==> config.mk <==
export PLATFORM = sky130hd
export DESIGN_NAME = rx_ddc
export DESIGN_NICKNAME = d
export VERILOG_FILES = /design/src/design/rx_pkg.sv /design/src/design/iq_if.sv /design/src/design/nco_mixer.sv /design/src/design/cic_decimator.sv /design/src/design/rx_ddc.sv
export VERILOG_INCLUDE_DIRS = /design/src /design/src/design
export SDC_FILE = /design/constraint.sdc
export NUM_CORES = 2
export LEC_CHECK = 0
export BUFFER_PORTS_ARGS = -buffer_cell sky130_fd_sc_hd__buf_2
export CORE_UTILIZATION = 57
export DETAILED_ROUTE_END_ITERATION = 10
export PLACE_DENSITY_LB_ADDON = 0.12
export SKIP_LAST_GASP = 1
export SLEW_MARGIN = 20
export SYNTH_ARGS = -nofsm -noshare
export SYNTH_HDL_FRONTEND = slang
export SYNTH_HIERARCHICAL = 1
export SYNTH_SLANG_ARGS = --single-unit
==> constraint.sdc <==
create_clock -name clock -period 7.73 [get_ports clock]
set_clock_uncertainty 0.05 [all_clocks]
set_input_delay 1.1595 -clock clock [delete_from_list [all_inputs] [get_ports clock]]
set_output_delay 1.1595 -clock clock [all_outputs]
set_load 0.1 [all_outputs]
==> src/design/rx_cfg.svh <==
`ifndef RX_CFG_SVH
`define RX_CFG_SVH

// ----------------------------------------------------------------------
// receive chain widths
// ----------------------------------------------------------------------

// signed samples from the ADC
`define RX_ADC_WIDTH        12
// signed local oscillator table word, peak 2047
`define RX_LO_WIDTH         12
// top bits of the full 24 bit product that are kept
`define RX_MIX_WIDTH        16
// phase accumulator, one LSB is 2^-24 of a cycle
`define RX_PHASE_WIDTH      24
// full cycle cosine table, 64 entries
`define RX_TABLE_BITS       6

// ----------------------------------------------------------------------
// decimation
// ----------------------------------------------------------------------

// 5 * 8 = 40 ADC strobes per output
`define RX_CIC1_DECIM       5
`define RX_CIC2_DECIM       8
`define RX_CIC_STAGES       3
`define RX_CIC1_OUT_WIDTH   18
`define RX_OUT_WIDTH        16

`endif

==> src/design/rx_pkg.sv <==
`include "rx_cfg.svh"

package rx_pkg;

  // ----------------------------------------------------------------------
  // sample types along the chain
  // ----------------------------------------------------------------------

  // raw ADC sample
  typedef logic signed [`RX_ADC_WIDTH-1:0] adc_sample_t;

  // mixer output, feeds the first decimator
  typedef logic signed [`RX_MIX_WIDTH-1:0] mix_sample_t;

  // first decimator output, feeds the second
  typedef logic signed [`RX_CIC1_OUT_WIDTH-1:0] mid_sample_t;

  // final baseband output
  typedef logic signed [`RX_OUT_WIDTH-1:0] out_sample_t;

  // ----------------------------------------------------------------------
  // oscillator types
  // ----------------------------------------------------------------------

  // phase accumulator and tune word, unsigned
  typedef logic [`RX_PHASE_WIDTH-1:0] phase_t;

  // cosine table word and the table itself
  typedef logic signed [`RX_LO_WIDTH-1:0] lo_word_t;
  typedef lo_word_t lo_table_t [0:(1 << `RX_TABLE_BITS)-1];
  typedef logic [`RX_TABLE_BITS-1:0] table_addr_t;

  // full precision adc x lo product
  typedef logic signed [`RX_ADC_WIDTH+`RX_LO_WIDTH-1:0] product_t;

endpackage

==> src/design/iq_if.sv <==
`timescale 1ns/100ps

// one complex sample per strobe, no back-pressure
interface iq_if #(
  parameter type sample_t = logic
) ();

  // one cycle pulse for a new sample
  logic    strobe;
  // in-phase and quadrature parts
  sample_t i_data;
  sample_t q_data;
  // first sample after a retune, only valid with strobe
  logic    frame;

  // producer side
  modport source (
    output strobe,
    output i_data,
    output q_data,
    output frame
  );

  // consumer side
  modport sink (
    input strobe,
    input i_data,
    input q_data,
    input frame
  );

endinterface

==> src/design/nco_mixer.sv <==
`timescale 1ns/100ps
`include "rx_cfg.svh"

module nco_mixer (
  input  logic                clock,
  input  logic                rst,
  input  logic                adc_strobe,
  input  rx_pkg::adc_sample_t adc_data,
  input  rx_pkg::phase_t      tune_word,
  input  logic                tune_load,
  iq_if.source                mix
);
  import rx_pkg::*;

  localparam int TABLE_SIZE = 1 << `RX_TABLE_BITS;
  // sine lags cosine by a quarter of the table
  localparam int QUARTER    = TABLE_SIZE / 4;
  localparam int LO_AMPL    = (1 << (`RX_LO_WIDTH - 1)) - 1;
  localparam int PROD_WIDTH = `RX_ADC_WIDTH + `RX_LO_WIDTH;

  // ----------------------------------------------------------------------
  // cosine table, built at elaboration
  // ----------------------------------------------------------------------

  // entry k = cos(2*pi*k/64) * 2047, rounded to nearest
  function automatic lo_table_t make_cos_table();
    lo_table_t tbl;
    real       angle;
    real       val;
    for (int k = 0; k < TABLE_SIZE; k++)
    begin
      angle = 2.0 * 3.14159265358979 * k / TABLE_SIZE;
      val = $cos(angle) * LO_AMPL;
      // symmetric rounding, halves go away from zero
      if (val >= 0.0)
        tbl[k] = lo_word_t'($rtoi(val + 0.5));
      else
        tbl[k] = lo_word_t'(-$rtoi(0.5 - val));
    end
    return tbl;
  endfunction

  localparam lo_table_t COS_TABLE = make_cos_table();

  // ----------------------------------------------------------------------
  // phase accumulator
  // ----------------------------------------------------------------------

  phase_t      phase;
  phase_t      tune;
  logic        pending_frame;
  table_addr_t cos_addr;
  table_addr_t sin_addr;
  lo_word_t    cos_val;
  lo_word_t    sin_val;
  product_t    prod_i;
  product_t    prod_q;

  // a load wins over a strobe in the same cycle
  // that sample still uses the old phase, the next one is framed
  always_ff @(posedge clock)
  begin
    if (rst)
    begin
      phase         <= '0;
      tune          <= '0;
      pending_frame <= 1'b0;
    end
    else if (tune_load)
    begin
      phase         <= '0;
      tune          <= tune_word;
      pending_frame <= 1'b1;
    end
    else if (adc_strobe)
    begin
      // advance only after the sample has used the phase
      phase         <= phase + tune;
      pending_frame <= 1'b0;
    end
  end

  // ----------------------------------------------------------------------
  // complex mix
  // ----------------------------------------------------------------------

  // top table bits of the phase, sine index wraps mod 64
  assign cos_addr = phase[`RX_PHASE_WIDTH-1 -: `RX_TABLE_BITS];
  assign sin_addr = cos_addr - table_addr_t'(QUARTER);
  assign cos_val  = COS_TABLE[cos_addr];
  assign sin_val  = COS_TABLE[sin_addr];

  // signed 12 x 12 in a 24 bit context, negation cannot overflow
  assign prod_i = adc_data * cos_val;
  assign prod_q = -(adc_data * sin_val);

  // strobe and frame, one cycle behind the adc strobe
  always_ff @(posedge clock)
  begin
    if (rst)
    begin
      mix.strobe <= 1'b0;
      mix.frame  <= 1'b0;
    end
    else
    begin
      mix.strobe <= adc_strobe;
      mix.frame  <= adc_strobe & pending_frame;
    end
  end

  // keep the top 16 bits of each product
  always_ff @(posedge clock)
  begin
    if (adc_strobe)
    begin
      mix.i_data <= prod_i[PROD_WIDTH-1 -: `RX_MIX_WIDTH];
      mix.q_data <= prod_q[PROD_WIDTH-1 -: `RX_MIX_WIDTH];
    end
  end

endmodule

==> src/design/cic_decimator.sv <==
`timescale 1ns/100ps

module cic_decimator #(
  parameter type in_t       = logic,
  parameter type out_t      = logic,
  parameter int  DECIMATION = 5,
  parameter int  STAGES     = 3
) (
  input  logic clock,
  input  logic rst,
  iq_if.sink   in_s,
  iq_if.source out_s
);

  localparam int IN_WIDTH  = $bits(in_t);
  localparam int OUT_WIDTH = $bits(out_t);
  // gain is DECIMATION**STAGES, so grow by ceil of its log2
  localparam int ACC_WIDTH = IN_WIDTH + $clog2(DECIMATION ** STAGES);
  localparam int CNT_W     = (DECIMATION > 1) ? $clog2(DECIMATION) : 1;
  // bit just below the kept output field
  localparam int ROUND_BIT = ACC_WIDTH - OUT_WIDTH - 1;

  typedef logic signed [ACC_WIDTH-1:0] acc_t;

  // ----------------------------------------------------------------------
  // decimation control
  // ----------------------------------------------------------------------

  logic [CNT_W-1:0] count;
  logic [CNT_W-1:0] eff_count;
  logic             group_first;
  logic             group_last;
  logic             group_frame;
  // comb update request, one cycle after the last input of a group
  logic             dump;
  logic             dump_frame;

  // a framed sample always opens a new group
  assign eff_count   = in_s.frame ? '0 : count;
  assign group_first = (eff_count == '0);
  assign group_last  = (eff_count == CNT_W'(DECIMATION - 1));

  always_ff @(posedge clock)
  begin
    if (rst)
    begin
      count       <= '0;
      group_frame <= 1'b0;
      dump        <= 1'b0;
      dump_frame  <= 1'b0;
    end
    else
    begin
      dump <= in_s.strobe & group_last;
      if (in_s.strobe)
      begin
        count <= group_last ? '0 : eff_count + CNT_W'(1);
        // remember whether this group started on a retune
        if (group_first)
          group_frame <= in_s.frame;
        dump_frame <= group_first ? in_s.frame : group_frame;
      end
    end
  end

  // ----------------------------------------------------------------------
  // integrators and combs, one chain per channel
  // ----------------------------------------------------------------------

  // channel 0 is I, channel 1 is Q
  acc_t chan_in [2];
  out_t rounded [2];

  // sign extend into the accumulator width
  assign chan_in[0] = acc_t'(in_s.i_data);
  assign chan_in[1] = acc_t'(in_s.q_data);

  for (genvar ch = 0; ch < 2; ch++)
  begin : g_chan
    acc_t integ [STAGES];
    acc_t comb  [STAGES+1];
    acc_t delay [STAGES];

    // pipelined integrators, each adds the previous stage register
    // wraparound is fine, the combs undo it
    always_ff @(posedge clock)
    begin
      if (rst)
      begin
        for (int s = 0; s < STAGES; s++)
          integ[s] <= '0;
      end
      else if (in_s.strobe)
      begin
        integ[0] <= integ[0] + chan_in[ch];
        for (int s = 1; s < STAGES; s++)
          integ[s] <= integ[s] + integ[s-1];
      end
    end

    // combinational comb differences at the low rate
    always_comb
    begin
      comb[0] = integ[STAGES-1];
      for (int s = 0; s < STAGES; s++)
        comb[s+1] = comb[s] - delay[s];
    end

    // comb delays move only on a dump
    always_ff @(posedge clock)
    begin
      if (rst)
      begin
        for (int s = 0; s < STAGES; s++)
          delay[s] <= '0;
      end
      else if (dump)
      begin
        for (int s = 0; s < STAGES; s++)
          delay[s] <= comb[s];
      end
    end

    // round half up: top bits plus the next lower bit
    assign rounded[ch] = out_t'(comb[STAGES][ACC_WIDTH-1 -: OUT_WIDTH] +
      {{(OUT_WIDTH-1){1'b0}}, comb[STAGES][ROUND_BIT]});
  end

  // ----------------------------------------------------------------------
  // output register
  // ----------------------------------------------------------------------

  // strobe two cycles after the input that closed the group
  always_ff @(posedge clock)
  begin
    if (rst)
    begin
      out_s.strobe <= 1'b0;
      out_s.frame  <= 1'b0;
    end
    else
    begin
      out_s.strobe <= dump;
      out_s.frame  <= dump & dump_frame;
    end
  end

  always_ff @(posedge clock)
  begin
    if (dump)
    begin
      out_s.i_data <= rounded[0];
      out_s.q_data <= rounded[1];
    end
  end

endmodule

==> src/design/rx_ddc.sv <==
`timescale 1ns/100ps
`include "rx_cfg.svh"

module rx_ddc (
  input  logic                clock,
  input  logic                rst,
  input  logic                adc_strobe,
  input  logic                tune_load,
  input  rx_pkg::adc_sample_t adc_data,
  input  rx_pkg::phase_t      tune_word,
  output logic                out_strobe,
  output logic                out_frame,
  output rx_pkg::out_sample_t out_i,
  output rx_pkg::out_sample_t out_q
);
  import rx_pkg::*;

  // ----------------------------------------------------------------------
  // links between stages
  // ----------------------------------------------------------------------

  iq_if #(.sample_t(mix_sample_t)) mix_if ();
  iq_if #(.sample_t(mid_sample_t)) mid_if ();
  iq_if #(.sample_t(out_sample_t)) out_if ();

  // mixer, 1 cycle latency
  nco_mixer u_mixer (
    .clock      (clock),
    .rst        (rst),
    .adc_strobe (adc_strobe),
    .adc_data   (adc_data),
    .tune_word  (tune_word),
    .tune_load  (tune_load),
    .mix        (mix_if.source)
  );

  // first decimator, 16 bit in, 18 bit out, 2 cycle latency
  cic_decimator #(
    .in_t       (mix_sample_t),
    .out_t      (mid_sample_t),
    .DECIMATION (`RX_CIC1_DECIM),
    .STAGES     (`RX_CIC_STAGES)
  ) u_cic1 (
    .clock (clock),
    .rst   (rst),
    .in_s  (mix_if.sink),
    .out_s (mid_if.source)
  );

  // second decimator, 18 bit in, 16 bit out
  cic_decimator #(
    .in_t       (mid_sample_t),
    .out_t      (out_sample_t),
    .DECIMATION (`RX_CIC2_DECIM),
    .STAGES     (`RX_CIC_STAGES)
  ) u_cic2 (
    .clock (clock),
    .rst   (rst),
    .in_s  (mid_if.sink),
    .out_s (out_if.source)
  );

  // 5 cycles from the closing adc strobe to here
  assign out_strobe = out_if.strobe;
  assign out_frame  = out_if.frame;
  assign out_i      = out_if.i_data;
  assign out_q      = out_if.q_data;

endmodule

After elaboration in Yosys (flattened, before gate mapping)
Memories as Yosys holds them, arrays and structs flattened.
Index checks and enable logic that the tools add are counted.

word-level totals
  register bits = 165
  bits in writable memories = 600
  memory bits (read-only) = 1536
  input port bits = 40
  output and inout bits = 34
  word-level logic and storage cells = 155
  memories kept = 10

cells by class
  add/subtract/negate cells = 33
  multiply operators = 2
  $lt $le $gt $ge = 2
  equal/unequal tests = 2
  multiplexer cells = 48
  bitwise logic cells = 31
  reductions and logical operators = 6

memories
  name                    words  width  read ports  clocked after Yosys merged registers in  wr ports  line                 RTL
  (no name shown)         64     12     1           0                                        0         nco_mixer.sv:90      assign cos_val = COS_TABLE[cos_addr];
  (no name shown)         64     12     1           0                                        0         nco_mixer.sv:91      assign sin_val = COS_TABLE[sin_addr];
  u_cic2.g_chan[0].delay  3      27     3           0                                        3         cic_decimator.sv:82  acc_t delay [STAGES];
  u_cic2.g_chan[0].integ  3      27     3           0                                        3         cic_decimator.sv:80  acc_t integ [STAGES];
  u_cic2.g_chan[1].delay  3      27     3           0                                        3         cic_decimator.sv:82
  u_cic2.g_chan[1].integ  3      27     3           0                                        3         cic_decimator.sv:80
  +4 memories             --     --     --          --                                       --        --

operator list
  cell                   count
  $mux W27               12
  $mux W23               12
  $sub A27 B27 Y27       6
  $sub A23 B23 Y23       6
  $add A27 B27 Y27       4
  $add A23 B23 Y23       4
  $add A27 B18 Y27       2
  $mul A12 B12 Y24       2
  $mux W12               4
  $add A23 B16 Y23       2
  $add A18 B1 Y18        2
  $add A16 B1 Y16        2
  $add A24 B24 Y24       1
  $neg A24 Y24           1
  $or A1 B1 Y1           24
  $mux W1                16
  $ge A7 B7 Y1 const B   2
  $not A6 Y7             2
  $mux W3                4
  $add A3 B1 Y3 const B  2
  $eq A3 B3 Y1 const B   2
  $logic_not A3 Y1       2
  $sub A6 B5 Y6 const B  1
  $and A1 B1 Y1          5
  other kinds (3)        4

Longest topological paths before layout
  depth after elaboration = 7
  depth in mapped cells = 35
  gate-level depth less buffers = 35

Cells and area by module
Netlist, hierarchy kept.

modules (own cells, without submodules)
  module                  instances  cells an instance  area each (sq um)  sequential area each (sq um)
  cic_decimator (u_cic2)  1          2916               28040.6            10830.4
  cic_decimator (u_cic1)  1          2413               23762.8            9509.1
  nco_mixer               1          1777               16106.7            1981.9

Worst setup path before layout
No wires, ideal clock.

  kind = register to register
  start = register u_mixer.phase[19]
  end = register u_mixer.mix.i_data[13], data pin
  library setup time = 0.256 ns
  data arrival time = 6.980 ns
  data required time = 7.424 ns
  slack = 0.445 ns
  stages on the path, launching flop included = 29
  buffers on the path = 3
  period minus slack after synthesis = 7.285 ns
  path through = dfxtp_1 -> buf_2 -> inv_1 -> ha_1 -> buf_2 -> or2_2 -> nand3_1 -> o21ai_0 -> mux4_2 -> clkbuf_1 -> and2_1 -> fa_1 -> fa_1 -> inv_1 -> fa_1 -> inv_1 -> fa_1 -> inv_1 -> fa_1 -> inv_1 -> ha_1 -> a21o_1 -> a21o_1 -> a21o_1 -> o311a_1 -> o2111a_1 -> o21ai_0 -> a21oi_1 -> o211a_1

between the ends
  word-level cells in the longest chain between the ends = 5

ends and longest elaborated chain
  what                                         line              RTL
  from (decl)                                  nco_mixer.sv:49   phase_t phase;
  from (signal assigned)                       nco_mixer.sv:78   phase <= phase + tune;
  $not A6 Y7 (not written as such)             nco_mixer.sv:90
  $mem_v2 Z64 W12                              --
  $mux W12 (not written as such) (2 in a row)  nco_mixer.sv:90
  $mul A12 B12 Y24                             nco_mixer.sv:94   assign prod_i = adc_data * cos_val;
  via u_mixer.prod_i[21]                       nco_mixer.sv:56   product_t prod_i;
  to (signal assigned)                         nco_mixer.sv:117  mix.i_data <= prod_i[PROD_WIDTH-1 -: `RX_MIX_WIDTH];
  to (decl)                                    iq_if.sv:19       output i_data,

The timed path passes the listed nets, and every way through them passes these cells. The select of a mux whose other input is x is not followed.
A chain may end at the register's enable or synchronous reset.

Worst setup path after layout
  start = register u_mixer.phase[18]
  end = register u_mixer.mix.i_data[13], data pin

Same word-level chain as after synthesis.

==> reports/qor.log <==
[synthesis] top_reg_cell synth sky130_fd_sc_hd__edfxtp_1
[global_routing] number of antenna violations at the first check in global routing 1
[pwr] power density relative to cell area 299 nW/um^2
[sta] Worst slew margin 0.202
[cells_and_area] count of antenna diodes in the layout 0
[synthesis] count of flip-flops with a built-in enable after synthesis 700
[sta] post-route setup slack 0.377 ns
[cts] number of buffers inserted for hold repair after clock tree synthesis 0
[place] setup slack at placement 0.243 ns
[cells_and_area] area occupied by multi-input gates 41900 sq um
[sta] final worst path period share 0.951
[route] Avg Vias per Cell 5.66
[global_routing] gr busiest metal met2
[global_routing] global-route wire length before repair 238000 um
[cts] Gates resized, CTS repair 0
[die] initial cell density of the core 0.575
[min_path] path class of the lowest-slack min-delay path register to register
[place] buffers added on ports 73
[run] Max Cap Violations 0
[sta] upper clock frequency limit 136 MHz
[die] Floorplan Core Area 118000 sq um
[cells_and_area] final core utilization 0.617
[cts] number of levels the H-tree was split into 3
[cells_and_area] Area Growth Syn to Fin 7.34%
[worst_setup_path] Max Fanout on Critical Path 12
[sta] RSZ-0062 raised after global routing true
[global_routing] met1 layer usage reported by global route 0.297
[worst_setup_path] Worst setup EP type register
[synthesis] main area contributors after synthesis sky130_fd_sc_hd__edfxtp_1 31%, sky130_fd_sc_hd__ha_1 14%, sky130_fd_sc_hd__fa_1 8.6%
[global_routing] vias in the first global route 49500
[sta] total count of max-transition violations in the final report 0
[synthesis] Yosys top cell area share 0.310
[synthesis] Post-Synthesis Cell Area 67900 sq um
[cells_and_area] most frequent standard cell in the layout excluding fill and tap cells sky130_fd_sc_hd__inv_1
[die] floorplan die area 121000 sq um
[pwr] leakage power 31.9 nW
[synthesis] Yosys Warn Count 6
[worst_setup_path] Required @ worst endpoint 8.11 ns
[cts] number of buffers inserted to repair setup after CTS 0
[cells_and_area] FF/Latch Area 22300 sq um
[place] cell area after placement 69900 sq um
[synthesis] post-synth net total 8177
[synthesis] unique cell type count in the Yosys netlist 125
[cells_and_area] commonest cells after routing, fill and taps aside 789 x sky130_fd_sc_hd__inv_1, 740 x sky130_fd_sc_hd__ha_1, 700 x sky130_fd_sc_hd__edfxtp_1, 633 x sky130_fd_sc_hd__nor2_1, 457 x sky130_fd_sc_hd__a21oi_1
[synthesis] async set-or-reset flop fraction in the synthesized netlist 0
[cts] number of buffers added by the clock tree synthesis step 92
[synthesis] average cell area after synthesis 9.56 sq um
[worst_setup_path] Critical Path Start Type register
[cts] clock network latency to the later pin of the worst-skew pair 0.67 ns
[pwr] Clock power frac 0.199
[pwr] net switching fraction of the power 0.394
[route] Wirelength per Cell 16.0 um
[worst_setup_path] data arrival time of the critical path 7.73 ns
[global_routing] GRT Overall Usage 0.234
[pwr] total internal power 0.0132 W
[route] number of DRC violations after detailed-routing iteration 0 2214
[place] post-placement cell count 8578
[route] DRC violations left 0
[place] detailed placer's ending HPWL 105000 um
[route] total wire length 140000 um
[route] number of iterations in the first detailed-routing pass 5
[cts] TritonCTS clock tree built
[cts] root buffer selected by CTS sky130_fd_sc_hd__clkbuf_16
[sta] endpoints failing hold 0
[pwr] NetSw 0.00858 W
[cells_and_area] Layout Nets 8207
[cts] clock net sink count 765
[route] Antenna Nets Post-Route 0
[cells_and_area] post-route cell area 72900 sq um
[pwr] Max rail drop VDD 0.000393 V
[outcome] result of the run finished clean
[place] routability congestion estimate 0.874
[synthesis] count of state elements after synthesis 765
[pwr] sequential cell fraction of total power 0.253
[die] Die H 347 um
[sta] pin slew with the least headroom to its limit 1.20 ns
[global_routing] Remaining Overflow, GRT 0
[cells_and_area] number of standard cells in the final layout excluding fillers 8748
[route] vias post-DR 49600
[cts] clock slew at the register clock pins of the worst setup and hold paths 0.06 ns
[cells_and_area] fraction of final layout cells with drive strength greater than 1 0.0549
[die] num rows 126
[sta] final setup vio count 0
[cells_and_area] Filler Cell Count 10000
[global_routing] met2 usage 0.419
[global_routing] largest net degree at the start of global routing 163
[pwr] combinational power share 0.549
[worst_setup_path] path type of the worst setup path register to register
[cts] largest buffer count on any clock path 3
[sta] final critical-path required period 7.35 ns
[synthesis] number of standard cells after synthesis 7106
[synthesis] share of the yosys chip area belonging to registers 0.329
[synthesis] post-synth top area cell sky130_fd_sc_hd__edfxtp_1
[die] I/O Pins 74
[sta] worst hold-check slack 0.417 ns
[global_routing] M3 GR Usage 0.0236
[die] horizontal extent of the die 347 um
kinds of logic (layout without fill, tap and decap cells):
kind of cell	count (synthesis)	count (layout)	synth area share
xor gates and xnor gates	541	541	0.0716
and+or+nand+nor	2230	2230	0.165
buffers and inverters	972	1078	0.0545
AOI/OAI and AO/OA	1491	1491	0.144
adders and majority gates	1031	1031	0.222
muxes	76	76	0.0143
DFF	765	765	0.329
per-stage QoR:
stage               power [W]  TNS, ns
floorplan              0.0153        0
global placement       0.0172        0
detailed placement     0.0175        0
CTS                    0.0220        0
global route           0.0237  -0.0253
finish                 0.0218        0
Yosys cell counts, drive strengths merged (115+ instances only):
library cell and n:
inv 792, ha 740, edfxtp 700, nor2 633, a21oi 464, nand2 425
and2 415, xnor2 335, fa 291, o21ai 291, xor2 199, a21o 198
nor3 164, clkbuf 134, nand3 115
metal layers:
| layer | routed length [um] | up-vias |
|---|---|---|
| met4 | 3360 | 2 |
| li1 | - | 24900 |
| met1 | 63000 | 23700 |
| met5 | 20 | - |
| met2 | 69400 | 746 |
| met3 | 4530 | 207 |
power groups by stage:
stage          combinational (W)  sequential, W  clock, W
2_1_floorplan            0.00977        0.00554         0
3_3_place_gp              0.0116        0.00559         0
3_5_place_dp              0.0119        0.00560         0
4_1_cts                   0.0120        0.00552   0.00446
5_1_grt                   0.0136        0.00554   0.00460
6_report                  0.0120        0.00551   0.00433
worst max-delay path, stage by stage, from the launching register on:
cell                       delay (ns)
sky130_fd_sc_hd__dfxtp_1         0.46
sky130_fd_sc_hd__inv_2           0.15
sky130_fd_sc_hd__ha_1            0.32
sky130_fd_sc_hd__or2_2           0.35
sky130_fd_sc_hd__nor2_1          0.14
sky130_fd_sc_hd__nor2_1          0.09
sky130_fd_sc_hd__mux4_2          0.60
sky130_fd_sc_hd__and2_1          0.22
sky130_fd_sc_hd__fa_1            0.47
sky130_fd_sc_hd__fa_1            0.51
sky130_fd_sc_hd__inv_1           0.05
sky130_fd_sc_hd__fa_1            0.50
sky130_fd_sc_hd__inv_1           0.06
sky130_fd_sc_hd__fa_1            0.53
sky130_fd_sc_hd__inv_1           0.05
sky130_fd_sc_hd__fa_1            0.47
sky130_fd_sc_hd__inv_1           0.04
sky130_fd_sc_hd__ha_1            0.31
sky130_fd_sc_hd__a21o_1          0.19
sky130_fd_sc_hd__a21o_1          0.17
sky130_fd_sc_hd__a21o_1          0.18
sky130_fd_sc_hd__o311a_1         0.32
sky130_fd_sc_hd__o2111a_1        0.30
sky130_fd_sc_hd__o21ai_0         0.24
sky130_fd_sc_hd__a21oi_1         0.13
sky130_fd_sc_hd__o211a_1         0.23
path summary, 6_finish.rpt:
check,startpoint,endpoint,slack [ns],depth (start not counted)
worst max-delay path,u_mixer/phase[18],u_mixer/mix.i_data[13],0.38,25
worst min-delay path,u_mixer/phase[10],u_mixer/phase[10],0.42,2
worst max register to register,u_mixer/phase[18],u_mixer/mix.i_data[13],0.38,25
worst min register to register,u_mixer/phase[10],u_mixer/phase[10],0.42,2
layout make-up:
class / instances / share of cell area
Timing Repair Buffer: 115 / 0.0102
Clock inverter: 46 / 0.00597
Tap cell: 1536 / 0.0264
Multi-Input combinational cell: 5369 / 0.575
Clock buffer: 124 / 0.0350
Sequential cell: 765 / 0.306
Inverter: 793 / 0.0409
sequential cells by signal (all words and copies together) (netlist names), 3 cells and up:
register	flops
u_cic2/out_s.q_data	16
u_mixer/phase	24
u_cic1/count	3
u_cic1/out_s.i_data	18
u_mixer/mix.q_data	16
u_cic1/g_chan.integ	138
u_cic2/g_chan.delay	162
u_mixer/tune	24
u_cic1/g_chan.delay	138
u_cic2/count	3
u_mixer/mix.i_data	16
u_cic2/out_s.i_data	16
u_cic2/g_chan.integ	162
u_cic1/out_s.q_data	18
Power figures use the tool's default switching activity.
